### src/sec_mem_pkg.sv
// Widths, types and address constants shared by the secure memory subsystem.
// Modules import this package inside their bodies and use scoped names in port lists.

package sec_mem_pkg;

	// ==================================================
	// widths and sizes
	// ==================================================

	localparam int ADDR_NBITS     = 32;
	localparam int LINE_NBITS     = 128;
	localparam int OPAQUE_NBITS   = 8;
	localparam int MEM_NBYTES     = 1 << 16;
	localparam int LINE_IDX_NBITS = 12;

	// byte offset inside a line, line index sits right above it
	localparam int LINE_OFF_NBITS = 4;
	localparam int MEM_NLINES     = MEM_NBYTES / (LINE_NBITS / 8);

	// ==================================================
	// address map
	// ==================================================

	// data-side partition after reset
	localparam logic [ADDR_NBITS-1:0] INITIAL_PAR  = 32'h0000_C000;

	// partition register, outside the memory array
	localparam logic [ADDR_NBITS-1:0] PAR_CFG_ADDR = 32'h0001_0000;

	// ==================================================
	// types
	// ==================================================

	typedef logic [ADDR_NBITS-1:0]     addr_t;
	typedef logic [LINE_NBITS-1:0]     line_t;
	typedef logic [OPAQUE_NBITS-1:0]   opaque_t;
	typedef logic [LINE_IDX_NBITS-1:0] line_idx_t;

	typedef enum logic {
		MEM_READ  = 1'b0,
		MEM_WRITE = 1'b1
	} mem_type_e;

endpackage

### src/mem_addr_ctrl.sv
// Address access controller. Checks each request's domain against the partition,
// handles partition reads and writes, and drives the line memory.

`timescale 1ns/1ps

module mem_addr_ctrl (
	input  logic                   clk,
	input  logic                   arst_n,

	input  logic                   go,
	input  sec_mem_pkg::mem_type_e go_type,
	input  sec_mem_pkg::addr_t     go_addr,
	input  sec_mem_pkg::line_t     go_data,
	input  logic                   go_domain,

	output logic                   done,
	output sec_mem_pkg::line_t     done_rdata,
	output logic                   done_insecure,

	output logic                   mem_en,
	output logic                   mem_we,
	output sec_mem_pkg::line_idx_t mem_idx,
	output sec_mem_pkg::line_t     mem_wdata,
	input  sec_mem_pkg::line_t     mem_rdata
);
	import sec_mem_pkg::*;

	addr_t par;
	logic  is_cfg;
	logic  is_write;
	logic  deny;

	// second stage lines up with the memory read data
	logic  done_q;
	logic  deny_q;
	logic  cfg_q;
	logic  read_q;
	addr_t par_q;

	// ==================================================
	// request decode
	// ==================================================

	assign is_cfg   = (go_addr == PAR_CFG_ADDR);
	assign is_write = (go_type == MEM_WRITE);

	// insecure side may not touch anything at or above the partition
	assign deny = !go_domain && (is_cfg || (go_addr >= par));

	assign mem_en    = go && !deny && !is_cfg;
	assign mem_we    = is_write;
	assign mem_idx   = go_addr[LINE_OFF_NBITS +: LINE_IDX_NBITS];
	assign mem_wdata = go_data;

	// partition register
	always_ff @(posedge clk or negedge arst_n) begin
		if (!arst_n)
			par <= INITIAL_PAR;
		else if (go && go_domain && is_cfg && is_write)
			par <= go_data[ADDR_NBITS-1:0];
	end

	always_ff @(posedge clk or negedge arst_n) begin
		if (!arst_n)
			done_q <= 1'b0;
		else
			done_q <= go;
	end

	always_ff @(posedge clk) begin
		if (go) begin
			deny_q <= deny;
			cfg_q  <= is_cfg;
			read_q <= !is_write;
			par_q  <= par;
		end
	end

	// ==================================================
	// response
	// ==================================================

	assign done          = done_q;
	assign done_insecure = deny_q;

	always_comb begin
		if (deny_q || !read_q)
			done_rdata = '0;
		else if (cfg_q)
			done_rdata = {{(LINE_NBITS-ADDR_NBITS){1'b0}}, par_q};
		else
			done_rdata = mem_rdata;
	end

	// no memory access for an insecure request at or above the partition
	assert property (@(posedge clk) disable iff (!arst_n)
		mem_en |-> (go_addr != PAR_CFG_ADDR) && (go_domain || (go_addr < par)));

endmodule

### config.mk
export PLATFORM = sky130hd
export DESIGN_NAME = mem_addr_ctrl
export DESIGN_NICKNAME = d
export VERILOG_FILES = /design/src/sec_mem_pkg.sv /design/src/mem_addr_ctrl.sv
export SDC_FILE = /design/constraint.sdc
export NUM_CORES = 1
export LEC_CHECK = 0
export BUFFER_PORTS_ARGS = -buffer_cell sky130_fd_sc_hd__buf_4
export CORE_AREA = 3 3 217 219
export DETAILED_ROUTE_END_ITERATION = 8
export DIE_AREA = 0 0 220 222
export GPL_TIMING_DRIVEN = 0
export PLACE_DENSITY_LB_ADDON = 0.25
export SETUP_SLACK_MARGIN = 0.05
export SLEW_MARGIN = 20
export SYNTH_ARGS = -nofsm -noshare
export SYNTH_HDL_FRONTEND = slang
export SYNTH_SLANG_ARGS = --single-unit
### constraint.sdc
create_clock -name clk -period 2 [get_ports clk]
set_input_delay 0.2 -clock clk [delete_from_list [all_inputs] [get_ports clk]]
set_output_delay 0.2 -clock clk [all_outputs]
set_load 0.01 [all_outputs]
# After elaboration in Yosys (flattened, before gate mapping)

Index checks and enable logic that the tools add are counted.

$lt $le $gt $ge: 1
Eq/ne operators: 1
Multiplexer cells: 2
Reduce and logical (&&, ||, !) cells: 13

Operator list:

| cell                 | number |
|---|---|
| $mux 128             | 2 |
| $eq 32x17->1 const B | 1 |
| $ge 32x32->1         | 1 |
| $logic_and 1x1->1    | 6 |
| $logic_not 1->1      | 5 |
| $logic_or 1x1->1     | 2 |

Register bits: 68
Input bits: 293
Logic and storage cells: 23

# Logic depth before layout (Yosys ltp)

Depth in word-level cells: 6
Gate-level depth with buffers: 7
Depth with buffers taken out: 7

# Worst setup path after synthesis

Ideal clock, no wire load.

Path kind: register to output
From: register par[22]
To: output mem_en
Arrival: 1.968 ns
Data required time: 1.800 ns
Setup slack: -0.168 ns
Stages on the path, launching flop included: 8
Buffers on the path: 0
Path through: dfrtp_1 > inv_1 > ha_1 > a21oi_1 > nand2_1 > a221o_1 > a2111o_1 > a211oi_1

Word-level cells in the longest chain between the ends: 6

Ends and longest elaborated chain:

| element                        | RTL line            | source |
|---|---|---|
| from (decl)                    | mem_addr_ctrl.sv:28 | `addr_t par;` |
| from (signal assigned)         | mem_addr_ctrl.sv:60 | `par <= go_data[ADDR_NBITS-1:0];` |
| $ge 32x32->1                   | mem_addr_ctrl.sv:48 | `assign deny = !go_domain && (is_cfg \|\| (go_addr >= par));` |
| $logic_or 1x1->1               | mem_addr_ctrl.sv:48 |  |
| $logic_and 1x1->1              | mem_addr_ctrl.sv:48 |  |
| $logic_not 1->1                | mem_addr_ctrl.sv:50 | `assign mem_en = go && !deny && !is_cfg;` |
| $logic_and 1x1->1 (2 in a row) | mem_addr_ctrl.sv:50 |  |
| to (decl)                      | mem_addr_ctrl.sv:20 | `output logic mem_en,` |

No other way between the ends.

# Worst setup path in the final report

From: register par[20]
To: output mem_en

The elaborated chain is that of the path after synthesis.

==> metrics.yaml <==
cts_buffers: 9
synth_top_family_by_area: "buffers and inverters"
htree_levels: 3
port_buffers: 468
yosysUniqueCellTypes: 41
post_dp_cell_area_mm2: 0.00987
swShare_pct: 26.6
hold_ws_ns: 0.0944
pwr_density_cell_mw_per_mm2: 450
rsz0062_at_grt: "yes"
grt_use_total_pct: 12.2
tightestPinTransition_ns: 0.606
status: "finished with violations"
critPathLaunch: "par[20]"
cp_data_arrival_time_ns: 2.36
worst_clock_skew_ns: 0.00542
drive_gt1_share_pct: 77.6
grt_max_degree: 39
worstSetupPathType: "reg -> out"
finalNetCount: 1387
antenna_found_initial: 10
grt_overflow: 0
synthMuxAreaShare_pct: 14.3
irDropWorstVdd_v: 0.000437
wl_per_cell_um: 19.5
critPathLaunchType: "flip-flop"
path_max_fanout: 2
start_util_pct: 12.3
fillers: 4838
yosys_warnings: 0
synth_fa_ha_area_share_pct: 7.20
dieArea_mm2: 0.0488
synth_xor_area_share_pct: 0
cp.required_ns: 1.80
preCtsSetupSlack_ns: -0.766
dieWidth_um: 220
power_switching_mw: 1.37
grt_pass1_wl_um: 42700
mostFrequentLayoutCell: "buf_4"
maxCapViolCount: 0
area_growth_pct: 105
cts_tree: "built"
p_leak_nw: 5.60
critPathCapture: "mem_en"
async_flop_share_pct: 48.5
fin_cells: 1669
post-dp-hpwl_um: 27300
worstHoldPathType: "in -> reg"
pin_count: 565
p_clk_share_pct: 37.8
rrSetupSlack_ns: -0.21
power_frac_seq_pct: 29.5
power_frac_comb_pct: 32.7
violations: "negative setup slack"
dp_cells: 1622
timing.final.ws_setup_ns: -0.564
dr.pass1.iters: 4
drv_slew: 0
ys_ff_latch: 68
tns_ns: -1.81
cts_buffer_depth: 2
ys.flop_type: "edfxtp_1"
end_kind: "output pin"
chipHeight_um: 222
vias: 5733
period_needed_ns: 2.56
drt_wl_total_um: 32500
via_per_inst: 3.43
worst_r2r_path_depth: 6
reg2reg_to: "done_insecure"
yosys.area_share.simple_pct: 17.2
syn-num-nets: 879
post-route-util_pct: 25.2
synthCells: 554
hold_viol: 0
fmax_ghz: 0.390
synth-compound-area-share_pct: 3.49
grt_pass1_vias: 5952
syn_avg_cell_area_um2: 10.0
rr_startpoint: "par[20]"
netlist_area_mm2: 0.00556
clock_latency_ns: 0.34
setup_viol_count_final: 23
post-route-period-util_pct: 128
power_mw: 5.14
root_buffer: "clkbuf_16"
core_area_mm2: 0.0453
slew_headroom_pct: 59.6
num_rows: 78
clk_pin_slew_worst_paths_ns: 0.06
drc: 0
p_int_mw: 3.77
globalplace.congestion: 0.897
multiInputGateArea_mm2: 0.00271
cts_sinks: 68
synth-edff-count: 35
drt_iter0_drc: 236
final_cell_mix: "535 x buf_4, 94 x buf_6, 89 x and2_4"
design_area_mm2: 0.0114
seq_area_mm2: 0.00188
synth.yosys.seq_area_share_pct: 33.8
postRouteAntennaNets: 0
[cell type report]
type,instances,area share [%]
Tap cell,600,6.58
Multi-Input combinational cell,288,23.8
Buffer,157,11.4
Clock buffer,10,2.09
Sequential cell,68,16.5
Antenna cell,2,0.0439
Timing Repair Buffer,503,37.5
Inverter,35,1.15
Clock inverter,6,0.976
[cell families after synthesis]
logic type                 count (synthesis)
DFF                                       68
and+or+nand+nor                          163
adders and majority gates                 32
muxes                                     64
AOI/OAI and AO/OA                         29
buffers and inverters                    198
[power groups by stage]
stage               registers, mW  clock network (mW)  logic (mW)
floorplan                    1.53                   0       0.569
global placement             1.54                   0        1.45
detailed placement           1.54                   0        1.46
CTS                          1.52                2.02        1.65
global route                 1.52                2.07        1.80
finish                       1.52                1.94        1.68
[worst min-delay path by stage]
stage / from / depth (start not counted) / slack, ns / to
6_report: go_data[21] / 2 / 0.09 / par[21]
5_1_grt: go_data[20] / 2 / 0.07 / par[20]
4_1_cts: go_data[21] / 2 / 0.07 / par[21]
3_5_place_dp: arst_n / 1 / 0.21 / par[2]
3_3_place_gp: arst_n / 1 / 0.21 / par[2]
2_1_floorplan: arst_n / 0 / -0.1 / done
[synthesized netlist by cell type, types with 2 or more instances]
library cell	number	area [um2]
nand3_1	2	10.0
nor4_1	4	25.0
mux2_2	2	22.5
nor4_2	3	37.5
nand2_1	6	22.5
a21oi_1	12	60.1
mux2i_1	32	320
and2_1	97	607
buf_4	141	1060
clkbuf_1	15	56.3
nor2_1	35	131
nand2b_1	2	12.5
ha_1	32	400
nand4_1	6	37.5
dfstp_2	2	52.6
buf_2	3	15.0
and4_1	2	17.5
o21a_1	3	22.5
dfrtp_1	31	776
mux2_4	30	450
edfxtp_1	35	1050
buf_12	3	60.1
inv_1	35	131
a2111oi_0	2	17.5
o21ai_0	3	15.0
[layer usage]
| layer | track usage, % | up-vias | wire length [um] |
|---|---|---|---|
| met3 | 3.66 | 28 | 2940 |
| met4 | 2.37 | 2 | 428 |
| met2 | 21.5 | 297 | 16200 |
| li1 | - | 2718 | - |
| met5 | 0 | - | 8 |
| met1 | 14.7 | 2688 | 13000 |
[registers in the layout (all words and copies together), names as in the netlist]
register,cells
read_q,1
done_insecure,1
cfg_q,1
done,1
par,32
par_q,32
[critical path: stages, from the launching register on]
cell and delay (ns):
dfrtp_1 0.37, inv_1 0.06, ha_1 0.26, and4_4 0.20
a221o_1 0.38, a2111o_1 0.40, a211oi_2 0.19, buf_4 0.16
[timing repair]
item / CTS / global route
pin swaps: 41 / 52
resized for setup: 189 / 90
setup buffers: 25 / 5
endpoints found under the hold margin: 31 / 0
endpoints found under the setup margin: 128 / 134
hold buffers: 1 / 0
cloned: 5 / 3
Power figures use the tool's default switching activity.
