[config.mk]
export PLATFORM = sky130hd
export DESIGN_NAME = mem_arbiter
export DESIGN_NICKNAME = d
export VERILOG_FILES = /design/src/sec_mem_pkg.sv /design/src/mem_arbiter.sv
export SDC_FILE = /design/constraint.sdc
export NUM_CORES = 1
export LEC_CHECK = 0
export BUFFER_PORTS_ARGS = -buffer_cell sky130_fd_sc_hd__buf_4
export CORE_AREA = 3 3 359 361
export CTS_CLUSTER_SIZE = 28
export DETAILED_ROUTE_END_ITERATION = 12
export DIE_AREA = 0 0 362 364
export GPL_TIMING_DRIVEN = 0
export SYNTH_ARGS = -nofsm -noshare
export SYNTH_HDL_FRONTEND = slang
export SYNTH_SLANG_ARGS = --single-unit
[constraint.sdc]
create_clock -name clk -period 11.4 [get_ports clk]
set_input_delay 2.28 -clock clk [delete_from_list [all_inputs] [get_ports clk]]
set_output_delay 2.28 -clock clk [all_outputs]
set_load 0.05 [all_outputs]
[src/sec_mem_pkg.sv]
// Widths, types and address constants shared by the secure memory subsystem.
// Modules import this package inside their bodies and use scoped names in port lists.

package sec_mem_pkg;

	// ==================================================
	// widths and sizes
	// ==================================================

	localparam int ADDR_NBITS     = 32;
	localparam int LINE_NBITS     = 128;
	localparam int OPAQUE_NBITS   = 8;
	localparam int MEM_NBYTES     = 1 << 16;
	localparam int LINE_IDX_NBITS = 12;

	// byte offset inside a line, line index sits right above it
	localparam int LINE_OFF_NBITS = 4;
	localparam int MEM_NLINES     = MEM_NBYTES / (LINE_NBITS / 8);

	// ==================================================
	// address map
	// ==================================================

	// data-side partition after reset
	localparam logic [ADDR_NBITS-1:0] INITIAL_PAR  = 32'h0000_C000;

	// partition register, outside the memory array
	localparam logic [ADDR_NBITS-1:0] PAR_CFG_ADDR = 32'h0001_0000;

	// ==================================================
	// types
	// ==================================================

	typedef logic [ADDR_NBITS-1:0]     addr_t;
	typedef logic [LINE_NBITS-1:0]     line_t;
	typedef logic [OPAQUE_NBITS-1:0]   opaque_t;
	typedef logic [LINE_IDX_NBITS-1:0] line_idx_t;

	typedef enum logic {
		MEM_READ  = 1'b0,
		MEM_WRITE = 1'b1
	} mem_type_e;

endpackage

[src/mem_arbiter.sv]
// Round-robin arbiter for the cache refill port (0) and the DMA port (1).
// Holds one transaction at a time and returns the response to the port that won.

`timescale 1ns/1ps

module mem_arbiter (
	input  logic                  clk,
	input  logic                  arst_n,

	input  logic                  req0_val,
	output logic                  req0_rdy,
	input  sec_mem_pkg::mem_type_e req0_type,
	input  sec_mem_pkg::opaque_t  req0_opaque,
	input  sec_mem_pkg::addr_t    req0_addr,
	input  sec_mem_pkg::line_t    req0_data,
	input  logic                  req0_domain,

	input  logic                  req1_val,
	output logic                  req1_rdy,
	input  sec_mem_pkg::mem_type_e req1_type,
	input  sec_mem_pkg::opaque_t  req1_opaque,
	input  sec_mem_pkg::addr_t    req1_addr,
	input  sec_mem_pkg::line_t    req1_data,
	input  logic                  req1_domain,

	output logic                  resp0_val,
	input  logic                  resp0_rdy,
	output sec_mem_pkg::mem_type_e resp0_type,
	output sec_mem_pkg::opaque_t  resp0_opaque,
	output sec_mem_pkg::line_t    resp0_data,
	output logic                  resp0_insecure,

	output logic                  resp1_val,
	input  logic                  resp1_rdy,
	output sec_mem_pkg::mem_type_e resp1_type,
	output sec_mem_pkg::opaque_t  resp1_opaque,
	output sec_mem_pkg::line_t    resp1_data,
	output logic                  resp1_insecure,

	output logic                  go,
	output sec_mem_pkg::mem_type_e go_type,
	output sec_mem_pkg::addr_t    go_addr,
	output sec_mem_pkg::line_t    go_data,
	output logic                  go_domain,

	input  logic                  done,
	input  sec_mem_pkg::line_t    done_rdata,
	input  logic                  done_insecure
);
	import sec_mem_pkg::*;

	logic    busy;
	logic    gnt_idx;
	logic    grant0;
	logic    grant1;
	logic    accept0;
	logic    accept1;
	logic    resp_taken;
	opaque_t opaque_q;

	// gnt_idx doubles as the round-robin pointer, reset to 1 so port 0 wins first
	assign grant0 = !busy && (!req1_val || gnt_idx);
	assign grant1 = !busy && (!req0_val || !gnt_idx);

	assign req0_rdy = grant0;
	assign req1_rdy = grant1;
	assign accept0  = req0_val && grant0;
	assign accept1  = req1_val && grant1;

	assign resp_taken = (resp0_val && resp0_rdy) || (resp1_val && resp1_rdy);

	always_ff @(posedge clk or negedge arst_n) begin
		if (!arst_n) begin
			busy    <= 1'b0;
			gnt_idx <= 1'b1;
			go      <= 1'b0;
		end else begin
			go <= accept0 || accept1;
			if (accept0 || accept1) begin
				busy    <= 1'b1;
				gnt_idx <= accept1;
			end else if (resp_taken) begin
				busy <= 1'b0;
			end
		end
	end

	// request held stable while busy, type also echoed back
	always_ff @(posedge clk) begin
		if (accept0 || accept1) begin
			go_type   <= accept1 ? req1_type : req0_type;
			go_addr   <= accept1 ? req1_addr : req0_addr;
			go_data   <= accept1 ? req1_data : req0_data;
			go_domain <= accept1 ? req1_domain : req0_domain;
			opaque_q  <= accept1 ? req1_opaque : req0_opaque;
		end
	end

	// ==================================================
	// response registers
	// ==================================================

	always_ff @(posedge clk or negedge arst_n) begin
		if (!arst_n) begin
			resp0_val <= 1'b0;
			resp1_val <= 1'b0;
		end else begin
			if (done && !gnt_idx)
				resp0_val <= 1'b1;
			else if (resp0_rdy)
				resp0_val <= 1'b0;
			if (done && gnt_idx)
				resp1_val <= 1'b1;
			else if (resp1_rdy)
				resp1_val <= 1'b0;
		end
	end

	always_ff @(posedge clk) begin
		if (done && !gnt_idx) begin
			resp0_type     <= go_type;
			resp0_opaque   <= opaque_q;
			resp0_data     <= done_rdata;
			resp0_insecure <= done_insecure;
		end
		if (done && gnt_idx) begin
			resp1_type     <= go_type;
			resp1_opaque   <= opaque_q;
			resp1_data     <= done_rdata;
			resp1_insecure <= done_insecure;
		end
	end

	// one transaction in flight, so never two responses
	assert property (@(posedge clk) disable iff (!arst_n) !(resp0_val && resp1_val));

endmodule

* Word-level counts from Yosys, hierarchy flattened
Cells that the tools add are included.
Widths: inputs -> output; s select.
** Word-level totals
- Output and inout bits :: 443
- Register bits after elaboration :: 451
** Cells by class
- Reductions and logical operators :: 19
- Mux-type cells :: 11
** Operators with widths (count)
- $mux 128 :: 1
- $mux 32 :: 1
- $logic_and 1x1->1 :: 8
- $mux 1 :: 8
- $mux 8 :: 1
- $reduce_bool 2->1 :: 3
- $logic_not 1->1 :: 4
- $logic_or 1x1->1 :: 4

* Logic depth before layout (Yosys ltp)
- Depth after elaboration :: 6
- Gate-level depth with buffers :: 5
- Mapped depth without buffers :: 3

* Worst setup path before layout
No wires, ideal clock.
- Path type :: in2reg
- Start :: input port req1_val
- End :: register go
- Setup slack :: 0.981 ns
- Data required time :: 10.516 ns
- Data arrival time :: 9.535 ns
- Stages on the path :: 2
- Path buffers :: 0
- Cells stage by stage :: nor2_1 -> nor2_1
** On the way
- Longest elaborated chain between the ends :: 5
** Ends and longest elaborated chain
- start, declared :: line mem_arbiter.sv:18 : input logic req1_val,
- $logic_not 1->1 :: line mem_arbiter.sv:62 : assign grant0 = !busy && (!req1_val || gnt_idx);
- $logic_or 1x1->1 :: line mem_arbiter.sv:62
- $logic_and 1x1->1 :: line mem_arbiter.sv:62
- $logic_and 1x1->1 :: line mem_arbiter.sv:67 : assign accept0 = req0_val && grant0;
- $logic_or 1x1->1 (*) :: line mem_arbiter.sv:78 : go <= accept0 || accept1;
- end signal, assigned :: line mem_arbiter.sv:78
- end, declared :: line mem_arbiter.sv:40 : output logic go,
Every way passes the cells marked *; elsewhere a longest branch is shown, timed or not.
A chain may end at the register's enable or synchronous reset.

* Final worst setup path
- Start :: input port req0_val
- End :: output port req1_rdy
** On the way
- Longest elaborated chain between the ends :: 3
** Ends and longest elaborated chain
- start, declared :: line mem_arbiter.sv:10 : input logic req0_val,
- $logic_not 1->1 :: line mem_arbiter.sv:63 : assign grant1 = !busy && (!req0_val || !gnt_idx);
- $logic_or 1x1->1 :: line mem_arbiter.sv:63
- $logic_and 1x1->1 :: line mem_arbiter.sv:63
- end, declared :: line mem_arbiter.sv:19 : output logic req1_rdy,
Every way passes these cells.

==> impl_results.rst <==
.. list-table::
   :header-rows: 1

   * - Metric
     - Value
   * - Worst-case setup margin in the final layout
     - 6.308 ns
   * - Final routed wirelength across all metal layers
     - 93550 um
   * - Worst setup path startpoint
     - req0_val
   * - Maximum net fanout on the critical path
     - 2
   * - RSZ-0062 raised after global routing
     - no
   * - Starting density of the core
     - 12.73%
   * - Standard-cell rows
     - 130
   * - Number of clock buffers inserted by TritonCTS
     - 53
   * - Proportion of synthesized chip area in sequential cells
     - 84.48%
   * - Post-DP Area
     - 25340 um^2
   * - Number of hold buffers added after cts
     - 0
   * - Total routing usage reported by global routing
     - 13.53%
   * - Number of storage elements in the synthesis netlist
     - 451
   * - Hold violation total from the final report
     - 0
   * - Synthesis-to-finish area growth
     - 69.29%
   * - Most frequent cells in the layout
     - buf_4 (918), edfxtp_1 (446), mux2_4 (89), mux2_2 (81), clkbuf_16 (55)
   * - Slew Viols, Final
     - 0
   * - Total congestion overflow
     - 0
   * - Non-Filler Cell Area, Final
     - 27090 um^2
   * - Wire length of the first global-routing pass
     - 115900 um
   * - Clock net sink count
     - 451
   * - Relative slew slack
     - 41.50%
   * - CTS clk-pin slew, worst paths
     - 0.06 ns
   * - Worst R2R Start
     - busy$_DFFE_PN0P_
   * - H-tree depth
     - 2
   * - Capture instance of the worst register-to-register path
     - go_data[121]$_DFFE_PP_
   * - Height of the die
     - 364 um
   * - Worst clock skew
     - 0.02146 ns
   * - Count of instances resized after the clock tree is built
     - 0
   * - Kind of cell adding the most delay to the critical path
     - buffers and inverters
   * - Logic depth of the worst register-to-register path
     - 5
   * - Post-synthesis cell area
     - 16000 um^2
   * - Routed length per instance
     - 27.93 um
   * - Routability Congestion
     - 0.8489
   * - Register cell area after layout
     - 13520 um^2
   * - Arrival time at the worst endpoint
     - 2.81 ns
   * - TritonCTS clock tree
     - done
   * - 1st-iter DRT viols
     - 758
   * - Worst path cell trace
     - buf_4, a21oi_2, buf_4
   * - Via count of the first global-routing pass
     - 11187
   * - Worst Setup Path Type
     - primary input to primary output
   * - I/O Buffers
     - 918
   * - Core Region
     - 125700 um^2
   * - Gate count after technology mapping
     - 655
   * - Data required time at the worst endpoint
     - 9.12 ns
   * - Delay of the slowest critical-path stage
     - 0.24 ns
   * - Total number of vias
     - 10759
   * - Dominant cell type by count on the critical path
     - buf_4
   * - Maximum buffer depth of the clock tree
     - 3
   * - Clk Tree Root Cell
     - clkbuf_16
   * - Cell count after placement
     - 3239
   * - Path type of the worst min-delay path
     - register to register
   * - Latest clock arrival within the worst-skew pair
     - 0.62 ns
   * - Length of the first detailed-routing pass in iterations
     - 5
   * - Largest net degree at the start of global routing
     - 39
   * - Result of the run
     - complete, no violations
   * - Post-layout instance count excluding filler cells
     - 3350
   * - Worst slack at placement
     - 6.299 ns
   * - Layout cell share with drive strength beyond 1
     - 71.84%
   * - Critical-path top delay cell
     - buf_4
   * - Filler cells
     - 13371
   * - Mean instance size in the synthesized netlist
     - 24.43 um^2
   * - MaxCap Viol Count
     - 0
   * - I/O pin total
     - 919
   * - Floorplan die area
     - 131800 um^2
   * - Post-CTS setup buffer count
     - 0
   * - Buffers and inverters on the worst path
     - 2
   * - Nature of the critical path endpoint
     - primary output
   * - Post-route ant nets
     - 0
   * - Leading cell type in the layout, fill and taps excluded
     - buf_4
   * - Origin of the worst min-delay path
     - opaque_q[7]$_DFFE_PP_
   * - Flop2flop setup slack
     - 8.89 ns
   * - Peak VDD IR
     - 0.1368 mV
   * - Hold path cells
     - 0
   * - Total setup violations reported at the end of the flow
     - 0
   * - Leakage
     - 10.95 nW
   * - Upper clock frequency limit
     - 0.1964 GHz
   * - Library cells used by synthesis
     - 16
   * - Post-DR vias/cell
     - 3.212
   * - PD cells
     - 248.6 nW/um^2
   * - Capture endpoint of the worst hold path
     - resp0_opaque[7]$_DFFE_PP_
   * - Ratio of final minimum period to clock period
     - 44.66%
   * - Count of unresolved DRC violations after routing
     - 0
   * - Post-layout util
     - 21.55%
   * - Post-synthesis net count
     - 1131
   * - CP startpoint kind
     - primary input
   * - Area used by multi-input combinational logic
     - 2338 um^2
   * - Die extent in x
     - 362 um
   * - Detailed-placement wirelength estimate
     - 79840 um
   * - Warning count from the yosys run
     - 0
   * - Final-stage net count
     - 2120
   * - Slew of the pin with the lowest slew margin
     - 0.8754 ns
   * - Clock period minus final worst setup slack
     - 5.092 ns
   * - Number of antenna violations at the first check in global routing
     - 47
==> where the power goes <==
group,total [mW],internal [mW],switching (mW)
Combinational,2.61,0.769,1.84
Sequential,2.42,2.31,0.116
Clock,1.70,0.973,0.732
==> cells in the mapped netlist <==
library cell,count,area (um^2)
a21o_1,1,7.510
nor2_1,4,15.01
a21oi_1,1,5.000
buf_2,8,40.04
dfrtp_1,4,100.1
a22oi_1,1,7.510
edfxtp_1,446,13390
o21ai_0,1,5.000
buf_6,10,112.6
mux2_4,89,1336
o22ai_1,2,12.51
mux2_2,81,912.1
inv_1,4,15.01
a21oi_2,1,8.760
dfstp_2,1,26.28
nand2_2,1,6.260
==> logic make-up after synthesis <==
group                  after synthesis  share of synthesized area, %
and+or+nand+nor                      5                        0.1329
AOI/OAI and AO/OA                    7                        0.2893
muxes                              170                         14.05
buffers and inverters               22                         1.048
DFF                                451                         84.48
==> how the worst max path moves through the flow <==
stage	endpoint	slack, ns	cells past startpoint
detailed placement	req1_rdy	6.30	3
global route	req1_rdy	6.29	3
CTS	req1_rdy	6.30	3
floorplan	go$_DFF_PN0_	0.98	2
finish	req1_rdy	6.31	3
global placement	go$_DFF_PN0_	-4.84	3
==> layout make-up <==
| type | count | share of cell area (%) |
|---|---|---|
| Clock inverter | 39 | 1.210 |
| Antenna cell | 13 | 0.1201 |
| Tap cell | 1650 | 7.621 |
| Multi-Input combinational cell | 182 | 8.632 |
| Clock buffer | 59 | 5.136 |
| Sequential cell | 451 | 49.90 |
| Inverter | 4 | 0.05542 |
| Timing Repair Buffer | 934 | 26.76 |
| Buffer | 18 | 0.5635 |
==> stage by stage <==
step | setup TNS [ns] | power, mW | hold slack (ns)
2_1_floorplan | 0 | 4.101 | 0.4215
3_3_place_gp | -932.63 | 5.191 | 0.4267
3_5_place_dp | 0 | 5.117 | 0.4306
4_1_cts | 0 | 6.877 | 0.4443
5_1_grt | 0 | 7.012 | 0.4610
6_report | 0 | 6.735 | 0.4448
==> registers in the layout (all words and copies together), names as in the netlist, 8 cells and up <==
register,cells
go_data,128
resp0_data,128
resp1_data,128
go_addr,32
opaque_q,8
resp0_opaque,8
resp1_opaque,8
==> worst register-to-register path, stage by stage (launching register included) <==
cell and delay, ns:
dfrtp_1 0.44, nor2_4 0.71, buf_16 0.28, buf_12 0.25, buf_12 0.26, buf_12 0.26
==> per-layer routing <==
layer / GRT usage [%] / part of all wire [%] / up-vias
met3: 6.919 / 12 / 123
met4: 2.262 / 1.7 / 26
met2: 22.15 / 47 / 590
met1: 16.07 / 39 / 5382
met5: 0 / 0.18 / -
li1: - / - / 4638
(Power assumes the default switching activity.)
